[src/hw/switch_ctrl_pkg.sv]
// switch controller shared definitions
`default_nettype none

package switch_ctrl_pkg;

  ////////////////////////////////////////////////////////////////////////////
  // widths

  // one spi transfer unit
  localparam int BYTE_W = 8;
  // free-running timestamp
  localparam int STAMP_W = 32;
  // enough to count the bits of one byte
  localparam int BIT_CNT_W = $clog2(BYTE_W);

  typedef logic [BYTE_W-1:0]  byte_t;
  typedef logic [STAMP_W-1:0] stamp_t;

  ////////////////////////////////////////////////////////////////////////////
  // command bytes, only the first byte of a frame is decoded

  localparam byte_t CMD_CLEAR_STAMP = 8'hCC;
  localparam byte_t CMD_SHORT_ON    = 8'hCD;
  localparam byte_t CMD_SHORT_OFF   = 8'hCE;

  ////////////////////////////////////////////////////////////////////////////
  // timing

  // flops per pin in the input synchronizer
  localparam int SYNC_DEPTH = 3;
  // about 2^22 cycles per half blink
  localparam int HEARTBEAT_BIT = 22;

  // command-frame tracking
  typedef enum logic [1:0] {
    FRAME_IDLE,
    FRAME_CMD,
    FRAME_DATA
  } frame_state_t;

endpackage

`default_nettype wire

[src/hw/spi_link_if.sv]
// spi port to command fsm link
`timescale 1ns/10ps
`default_nettype none

interface spi_link_if (
  input logic clk,
  input logic rst
);
  import switch_ctrl_pkg::*;

  // frame events, one cycle each
  logic   frame_start;
  logic   frame_end;
  // received byte, rx_byte only meaningful while rx_valid is high
  logic   rx_valid;
  byte_t  rx_byte;
  // live timestamp, sampled by the port at frame start
  stamp_t tx_stamp;

  modport port (
    output frame_start,
    output frame_end,
    output rx_valid,
    output rx_byte,
    input  tx_stamp
  );

  modport ctrl (
    input  frame_start,
    input  frame_end,
    input  rx_valid,
    input  rx_byte,
    output tx_stamp
  );

  modport mon (
    input clk,
    input rst,
    input frame_start,
    input frame_end,
    input rx_valid,
    input rx_byte,
    input tx_stamp
  );

endinterface

`default_nettype wire

[src/hw/spi_target_port.sv]
// spi mode 0 target port
`timescale 1ns/10ps
`default_nettype none

module spi_target_port (
  input  logic clk,
  input  logic rst,
  input  logic sck,
  input  logic ssel_n,
  input  logic mosi,
  output logic miso,
  spi_link_if.port link
);
  import switch_ctrl_pkg::*;

  // bit positions of the pins inside one synchronizer word
  localparam int PIN_SCK  = 2;
  localparam int PIN_SSEL = 1;
  localparam int PIN_MOSI = 0;
  // the last two stages are compared for edges
  localparam int STAGE_NEW = SYNC_DEPTH - 2;
  localparam int STAGE_OLD = SYNC_DEPTH - 1;
  // bus idle: sck low, target deselected
  localparam logic [2:0] PIN_IDLE = 3'b010;

  logic [2:0] pin_sync [SYNC_DEPTH];

  logic sck_new;
  logic sck_old;
  logic ssel_new;
  logic ssel_old;
  logic mosi_new;

  logic sck_rise;
  logic sck_fall;
  logic ssel_active;
  logic frame_start;
  logic frame_end;

  logic [BIT_CNT_W-1:0] bit_cnt;
  byte_t                rx_shift;
  logic                 rx_valid;
  stamp_t               tx_shift;

  ////////////////////////////////////////////////////////////////////////////
  // input synchronizer

  // all three pins move through the same chain of flops
  always_ff @(posedge clk)
  begin
    if (rst)
    begin
      for (int i = 0; i < SYNC_DEPTH; i++)
      begin
        pin_sync[i] <= PIN_IDLE;
      end
    end
    else
    begin
      pin_sync[0] <= {sck, ssel_n, mosi};
      for (int i = 1; i < SYNC_DEPTH; i++)
      begin
        pin_sync[i] <= pin_sync[i-1];
      end
    end
  end

  assign sck_new  = pin_sync[STAGE_NEW][PIN_SCK];
  assign sck_old  = pin_sync[STAGE_OLD][PIN_SCK];
  assign ssel_new = pin_sync[STAGE_NEW][PIN_SSEL];
  assign ssel_old = pin_sync[STAGE_OLD][PIN_SSEL];
  // mosi is stable for several cycles around the rising sck edge
  assign mosi_new = pin_sync[STAGE_NEW][PIN_MOSI];

  // edge events
  assign sck_rise    = sck_new & ~sck_old;
  assign sck_fall    = ~sck_new & sck_old;
  // ssel_n is active low
  assign ssel_active = ~ssel_new;
  assign frame_start = ~ssel_new & ssel_old;
  assign frame_end   = ssel_new & ~ssel_old;

  ////////////////////////////////////////////////////////////////////////////
  // receive path

  // counter held at zero between frames
  // so a cut-off byte cannot shift the next frame
  always_ff @(posedge clk)
  begin
    if (rst || !ssel_active)
    begin
      bit_cnt <= '0;
    end
    else if (sck_rise)
    begin
      bit_cnt <= bit_cnt + 1'b1;
    end
  end

  // msb first, so shift left
  always_ff @(posedge clk)
  begin
    if (ssel_active && sck_rise)
    begin
      rx_shift <= {rx_shift[BYTE_W-2:0], mosi_new};
    end
  end

  // one pulse after the eighth rising edge, rx_shift then holds the full byte
  always_ff @(posedge clk)
  begin
    if (rst)
    begin
      rx_valid <= 1'b0;
    end
    else
    begin
      rx_valid <= ssel_active && sck_rise && (bit_cnt == BIT_CNT_W'(BYTE_W - 1));
    end
  end

  ////////////////////////////////////////////////////////////////////////////
  // transmit path

  // snapshot at frame start, then one bit out per falling sck
  always_ff @(posedge clk)
  begin
    if (rst)
    begin
      tx_shift <= '0;
    end
    else if (frame_start)
    begin
      tx_shift <= link.tx_stamp;
    end
    else if (ssel_active && sck_fall)
    begin
      tx_shift <= {tx_shift[STAMP_W-2:0], 1'b0};
    end
  end

  // single target on the bus, miso always driven
  assign miso = tx_shift[STAMP_W-1];

  // link outputs
  assign link.frame_start = frame_start;
  assign link.frame_end   = frame_end;
  assign link.rx_valid    = rx_valid;
  assign link.rx_byte     = rx_shift;

endmodule

`default_nettype wire

[src/hw/cmd_fsm.sv]
// command frame state machine
`timescale 1ns/10ps
`default_nettype none

module cmd_fsm (
  input  logic                   clk,
  input  logic                   rst,
  spi_link_if.ctrl               link,
  input  switch_ctrl_pkg::stamp_t stamp,
  output logic                   clear_stamp,
  output logic                   short_en
);
  import switch_ctrl_pkg::*;

  frame_state_t state;
  frame_state_t state_nxt;
  logic         first_byte;

  ////////////////////////////////////////////////////////////////////////////
  // frame tracking

  // only the byte that arrives while waiting for a command counts
  assign first_byte = link.rx_valid && (state == FRAME_CMD);

  always_comb
  begin
    state_nxt = state;
    case (state)
      FRAME_IDLE:
      begin
        if (link.frame_start)
        begin
          state_nxt = FRAME_CMD;
        end
      end
      FRAME_CMD:
      begin
        // frame closed before a full byte
        if (link.frame_end)
        begin
          state_nxt = FRAME_IDLE;
        end
        else if (link.rx_valid)
        begin
          state_nxt = FRAME_DATA;
        end
      end
      FRAME_DATA:
      begin
        // remaining bytes are ignored until deselect
        if (link.frame_end)
        begin
          state_nxt = FRAME_IDLE;
        end
      end
      default:
      begin
        state_nxt = FRAME_IDLE;
      end
    endcase
  end

  always_ff @(posedge clk)
  begin
    if (rst)
    begin
      state <= FRAME_IDLE;
    end
    else
    begin
      state <= state_nxt;
    end
  end

  ////////////////////////////////////////////////////////////////////////////
  // command decode

  // clear request goes straight to the counter
  // the counter register gives the one-cycle effect
  assign clear_stamp = first_byte && (link.rx_byte == CMD_CLEAR_STAMP);

  // switch state survives across frames, unknown bytes leave it alone
  always_ff @(posedge clk)
  begin
    if (rst)
    begin
      short_en <= 1'b0;
    end
    else if (first_byte)
    begin
      case (link.rx_byte)
        CMD_SHORT_ON:  short_en <= 1'b1;
        CMD_SHORT_OFF: short_en <= 1'b0;
        default:       short_en <= short_en;
      endcase
    end
  end

  // live count back to the port for the miso snapshot
  assign link.tx_stamp = stamp;

endmodule

`default_nettype wire

[src/hw/timebase.sv]
// timestamp counter and heartbeat
`timescale 1ns/10ps
`default_nettype none

module timebase (
  input  logic                    clk,
  input  logic                    rst,
  input  logic                    clear_stamp,
  output switch_ctrl_pkg::stamp_t stamp,
  output logic                    heartbeat
);
  import switch_ctrl_pkg::*;

  ////////////////////////////////////////////////////////////////////////////
  // free-running counter

  // counts every cycle, wraps at 2^32
  // a clear request reads back as zero in the next cycle
  always_ff @(posedge clk)
  begin
    if (rst)
    begin
      stamp <= '0;
    end
    else if (clear_stamp)
    begin
      stamp <= '0;
    end
    else
    begin
      stamp <= stamp + 1'b1;
    end
  end

  ////////////////////////////////////////////////////////////////////////////
  // heartbeat led

  // a high counter bit gives a visible blink
  // restarts its phase after every clear
  assign heartbeat = stamp[HEARTBEAT_BIT];

endmodule

`default_nettype wire

[src/hw/switch_ctrl_top.sv]
// spi switch controller top
`timescale 1ns/10ps
`default_nettype none

module switch_ctrl_top (
  input  logic clk,
  input  logic rst,
  // spi target pins, mode 0
  input  logic sck,
  input  logic ssel_n,
  input  logic mosi,
  output logic miso,
  // analog short switch and leds
  output logic short_en,
  output logic led_heartbeat,
  output logic led_status
);
  import switch_ctrl_pkg::*;

  stamp_t stamp;
  logic   clear_stamp;

  ////////////////////////////////////////////////////////////////////////////
  // link between port and fsm

  spi_link_if u_link (
    .clk (clk),
    .rst (rst)
  );

  ////////////////////////////////////////////////////////////////////////////
  // blocks

  // pin synchronizers, byte receive and miso shifter
  spi_target_port u_port (
    .clk    (clk),
    .rst    (rst),
    .sck    (sck),
    .ssel_n (ssel_n),
    .mosi   (mosi),
    .miso   (miso),
    .link   (u_link.port)
  );

  // first-byte decode, switch state
  cmd_fsm u_fsm (
    .clk         (clk),
    .rst         (rst),
    .link        (u_link.ctrl),
    .stamp       (stamp),
    .clear_stamp (clear_stamp),
    .short_en    (short_en)
  );

  timebase u_timebase (
    .clk         (clk),
    .rst         (rst),
    .clear_stamp (clear_stamp),
    .stamp       (stamp),
    .heartbeat   (led_heartbeat)
  );

  // status led shows the switch state
  assign led_status = short_en;

endmodule

`default_nettype wire

[config.mk]
export PLATFORM = sky130hd
export DESIGN_NAME = switch_ctrl_top
export DESIGN_NICKNAME = d
export VERILOG_FILES = /design/src/hw/switch_ctrl_pkg.sv /design/src/hw/spi_link_if.sv /design/src/hw/spi_target_port.sv /design/src/hw/cmd_fsm.sv /design/src/hw/timebase.sv /design/src/hw/switch_ctrl_top.sv
export SDC_FILE = /design/constraint.sdc
export NUM_CORES = 1
export LEC_CHECK = 0
export ABC_AREA = 1
export BUFFER_PORTS_ARGS = -buffer_cell sky130_fd_sc_hd__buf_2
export CORE_MARGIN = 4
export CORE_UTILIZATION = 45
export CTS_BUF_LIST = sky130_fd_sc_hd__clkbuf_16
export CTS_CLUSTER_SIZE = 28
export DETAILED_ROUTE_END_ITERATION = 8
export PLACE_DENSITY = 0.66
export SETUP_SLACK_MARGIN = 0.05
export SYNTH_ARGS = -nofsm -noshare
export SYNTH_HDL_FRONTEND = slang
export SYNTH_SLANG_ARGS = --single-unit
[constraint.sdc]
create_clock -name clk -period 1.9 [get_ports clk]
set_clock_uncertainty 0.05 [all_clocks]
set_input_delay 0.38 -clock clk [delete_from_list [all_inputs] [get_ports clk]]
set_output_delay 0.38 -clock clk [all_outputs]
set_load 0.01 [all_outputs]
Word level (Yosys, flattened, before mapping). Memories as Yosys holds them, arrays and structs flattened. Cells that the tools add are included.

Div/mod/pow operators: 0. Multiply operators: 0. Reduce and logical (&&, ||, !) cells: 12. Magnitude comparators: 0. Equal/unequal tests: 9. Mux-type cells: 14. Shifts and indexed selects: 0. Bitwise gates (word level): 11. $add $sub $neg: 2.

Operators with widths (number): $mux 32 (2); $add 32x1->32 const B (1); $eq 8x8->1 const B (3); $mux 3 (3); $mux 2 (4); $pmux 2 s3 (1); $logic_and 1x1->1 (5); $and 1x1->1 (4); $ne 2x1->1 const B (2); $not 1->1 (4); $reduce_bool 2->1 (2); $add 3x1->3 const B (1); $eq 3x3->1 const B (1); $mux 1 (3); $ne 3x2->1 const B (1); $or 1x1->1 (3); $reduce_and 3->1 (1); $eq 2x1->1 const B (1); $eq 2x2->1 const B (1); $logic_not 2->1 (1); $pmux 1 s2 (1); $reduce_and 2->1 (1); $reduce_or 2->1 (1); $logic_or 1x1->1 (1).

Word-level logic and storage cells: 56. Latch bits: 0. Input bits: 5. Output and inout port bits: 4. Register bits: 79. RAM bits: 9. Memories kept: 1. Memory bits (read-only): 0.

Memory list: u_port.pin_sync (words 3, bits a word 3, rd ports 3, clocked after Yosys merged registers in 0, wr ports 3, line spi_target_port.sv:26) `logic [2:0] pin_sync [SYNC_DEPTH];`.

Logic depth before layout (Yosys ltp).
Depth after elaboration: 5. Depth in mapped cells: 9. Mapped depth without buffers: 9.

Cells and area by module. Synthesis repeated with hierarchy kept, for this count alone.

Cells, all modules: 623. Area, all modules: 4446.8 µm².

Modules (own cells, without submodules): spi_target_port (times used 1, area an instance 2326.0 µm², sequential area each 1121.1 µm², cells each 304); timebase (times used 1, area an instance 1680.4 µm², sequential area each 640.6 µm², cells each 252); cmd_fsm (times used 1, area an instance 432.9 µm², sequential area each 60.1 µm², cells each 66); switch_ctrl_top (times used 1, area an instance 7.5 µm², sequential area each 0.0 µm², cells each 1).

Least setup slack after synthesis. Ideal clock, no wire load.

Path type: register -> register. Start: memory u_port.pin_sync[1][2], in the netlist u_port.pin_sync[0][5]. End: register u_port.rx_shift[0], in the netlist u_port.link.rx_byte[0] (read register of u_port.pin_sync) (enable). Arrival: 1.045 ns. Slack: 0.435 ns. Clock period less this slack: 1.465 ns. Stages on the path, launching flop included: 5. Required time: 1.480 ns. Cell sequence: dfxtp_1 > inv_1 > nor2_1 > inv_1 > nor2_1.

RTL lines: from (decl) (line spi_target_port.sv:26); to (decl) (line spi_target_port.sv:41) `byte_t rx_shift;`.

Worst setup path after layout.
Start: register u_timebase.stamp[18]. End: register u_timebase.stamp[31].

Longest elaborated chain between the ends: 1.

Ends and longest elaborated chain: from (decl) (line timebase.sv:9) `output switch_ctrl_pkg::stamp_t stamp,`; from (signal assigned) (line timebase.sv:31) `stamp <= stamp + 1'b1;`; $add 32x1->32 (line timebase.sv:31).

No other way between the ends. A chain may end at the register's enable or synchronous reset.

==> metrics.csv <==
stage,metric,value,unit
run_status,status,"complete, no violations",
critical_path,cpPeakStageDelay,400,ps
timing,finalHoldViolCount,0,
die,die_w,103,um
cts,cts_resized,0,
critical_path,start_kind,flip-flop,
synthesis,synth_warnings,0,
cts,clkSlewWorstSetupHoldPaths,60,ps
timing,fin_setup_tns,0,ps
worst_hold_path,hold_depth,2,
routing,vias,3356,
cells_and_area,nets,577,
routing,remaining_drc_errors,0,
critical_path,rrSetupSlack,430,ps
critical_path,cp_data_arrival_time,1650,ps
cts,holdBufCountCts,0,
global_route,antenna_found_initial,0,
die,row_count,34,
global_route,grt_max_degree,59,
cts,htree_levels,3,
cells_and_area,layout_commonest_cell,nand2_1,
die,core-area,0.00872,mm^2
cts,clock_sinks,87,
synthesis,ys_seq_area_share,45.2,%
timing,final_max_slew_viol_count,0,
cts,cts_tree,done,
synthesis,synth_cell_types,32,
placed_design,port_buffers,8,
run,drv_cap,0,
cts,root_buffer,clkbuf_16,
global_route,track_usage,17.4,%
timing,worst_pin_slew,400,ps
placed_design,place_congestion,0.893,
critical_path,end_kind,flip-flop,
critical_path,r2r-end,u_timebase.stamp[31]$_SDFF_PP0_,
routing,first_pass_iters,4,
synthesis,synth_nets,572,
synthesis,ys_seq_elements,87,
critical_path,critPathSlowestCell,dfxtp_1,
die,ioPinCount,9,
timing,finalSetupViolCount,0,
cells_and_area,layout-drive-gt1-share,10.6,%
global_route,grt-ovfl-total,0,
die,dieArea,0.0105,mm^2
critical_path,r2r-start,u_timebase.stamp[18]$_SDFF_PP0_,
pwr,powerDensity,848,mW/mm^2
cells_and_area,synthToLayoutAreaGrowth,11.0,%
worst_hold_path,min_to,u_port.pin_sync[0][1]$_SDFF_PP1_,
pwr,ir_worst_vdd,0.423,mV
critical_path,worstPathRequired,2080,ps
die,start_util,46.2,%
timing,max_freq,679,MHz
cts,cts_buffers,9,
timing,rsz0062_at_grt,no,
cells_and_area,final_util,51.3,%
global_route,grt_pass1_vias,3044,
critical_path,crit_type,reg -> reg,
die,die_h,103,um
worst_hold_path,hold_start,ssel_n,
cells_and_area,layout_common_cells,"191 x nand2_1, 79 x dfxtp_1, 66 x nor2_1",
critical_path,r2r_cells,7,
synthesis,syn-cell-area,0.00403,mm^2
placed_design,hpwl,6050,um
worst_hold_path,hp-class,in -> reg,
pwr,leakagePower,0.00160,uW
critical_path,path_cells,nand2_1 > nor2_1 > nand2_1 > nor2_1 > nand3_1 > nand2_1 > nor2_2,
routing,wl,8360,um
cells_and_area,fill_cells,835,
routing,post_drt_wl_per_cell,12.3,um
critical_path,crit_top_cell,nand2_1,
routing,drt_iter0_markers,125,
routing,avgViaCountPerCell,4.92,
global_route,grt_first_pass_wirelength,14400,um
timing,slew_headroom,73.3,%
synthesis,synth_cells,564,
timing,period_needed,1470,ps
cts,cts_max_path_buffers,2,
synthesis,synth.avg_cell_area,7.15,um^2
cts,post_cts_buffers,0,
timing,fin_crit_sh,77.5,%
cts,clkLatencyLatePin,340,ps
critical_path,path_max_fanout,5,
cells_and_area,diodes,0,
routing,ant_nets,0,
==> report_power, final <==
part,internal (uW),switching (uW)
registers,1880,19.0
clock network,1020,738
logic,46.2,95.9
total,2940,853
==> how the worst max path moves through the flow <==
stage / startpoint / end / slack, ps / cells after the start
floorplan: u_port.pin_sync[0][5]$_SDFF_PP0_ / u_port.link.rx_byte[0]$_DFFE_PP_ / 430 / 4
global placement: u_timebase.stamp[18]$_SDFF_PP0_ / u_timebase.stamp[31]$_SDFF_PP0_ / 470 / 7
detailed placement: u_timebase.stamp[0]$_SDFF_PP0_ / u_timebase.stamp[16]$_SDFF_PP0_ / 450 / 7
CTS: u_timebase.stamp[18]$_SDFF_PP0_ / u_timebase.stamp[31]$_SDFF_PP0_ / 430 / 7
global route: u_timebase.stamp[0]$_SDFF_PP0_ / u_timebase.stamp[22]$_SDFF_PP0_ / 300 / 8
finish: u_timebase.stamp[18]$_SDFF_PP0_ / u_timebase.stamp[31]$_SDFF_PP0_ / 430 / 7
==> final cells by class <==
| cell class | instances | area (um^2) | area share (%) |
|---|---|---|---|
| multi-input combinational | 407 | 1910 | 42.7 |
| sequential | 87 | 1820 | 40.7 |
| clock buffer | 9 | 225 | 5.03 |
| inverter | 50 | 188 | 4.19 |
| tap | 108 | 135 | 3.02 |
| timing repair buffer | 14 | 123 | 2.74 |
| clock inverter | 7 | 72.6 | 1.62 |
==> cell usage after synthesis (all sizes together) <==
cell    number  area (um^2)
xor2        11         96.3
nor2b        1         6.26
nor2        85          424
and2         2         12.5
a211oi       1         7.51
a21oi       37          185
edfxtp       8          240
nand2      201          790
o22ai        1         6.26
buf         13         85.1
nand4        3         18.8
inv         49          184
clkbuf       7         26.3
ha           3         37.5
dfxtp       79         1580
o21ai       31          155
clkinv       1         3.75
a21boi       1         7.51
nor3         2         10.0
xnor2        1         8.76
o211a        1         10.0
nor3b        1         7.51
a31oi        1         6.26
nand3       22          110
or2          2         12.5
==> worst max-delay path, delay by kind of cell (launching register included) <==
kind             cells  cell delay, ps
and+or+nand+nor      7             910
DFF                  1             400
==> sequential cells by signal (all words and copies together), names as in the netlist <==
register / flops
u_port.tx_shift: 32
u_timebase.stamp: 32
u_port.link.rx_byte: 8
u_port.pin_sync: 8
u_port.bit_cnt: 3
u_fsm.state: 2
u_fsm.short_en: 1
u_port.link.rx_valid: 1
==> cells by family (layout without fill, tap and decap cells) <==
group,Yosys count,in the layout,share of synthesized area [%]
compound gates,73,73,9.37
xor+xnor,12,12,2.61
fa+ha+maj,3,3,0.931
buf+inv,70,80,7.42
flops,87,87,45.2
simple gates,319,319,34.5
==> stage by stage <==
step           hold slack, ps  worst slack [ps]  power, uW  area [um^2]  instances
3_5_place_dp              344               447       2080         4180        666
5_1_grt                   184               303       3930         4480        682
3_3_place_gp              336               473       2080         4180        666
6_report                  184               428       3800         4480        682
2_1_floorplan             336               435       2040         4030        564
4_1_cts                   175               428       3830         4480        682
==> routing by layer <==
metal / global-route usage [%] / part of all wire, %
met3: 4.53 / 3.3
met2: 27.1 / 45
met5: 0 / 0
met1: 23.5 / 50
met4: 5.95 / 1.5
Power figures use the tool's default switching activity.
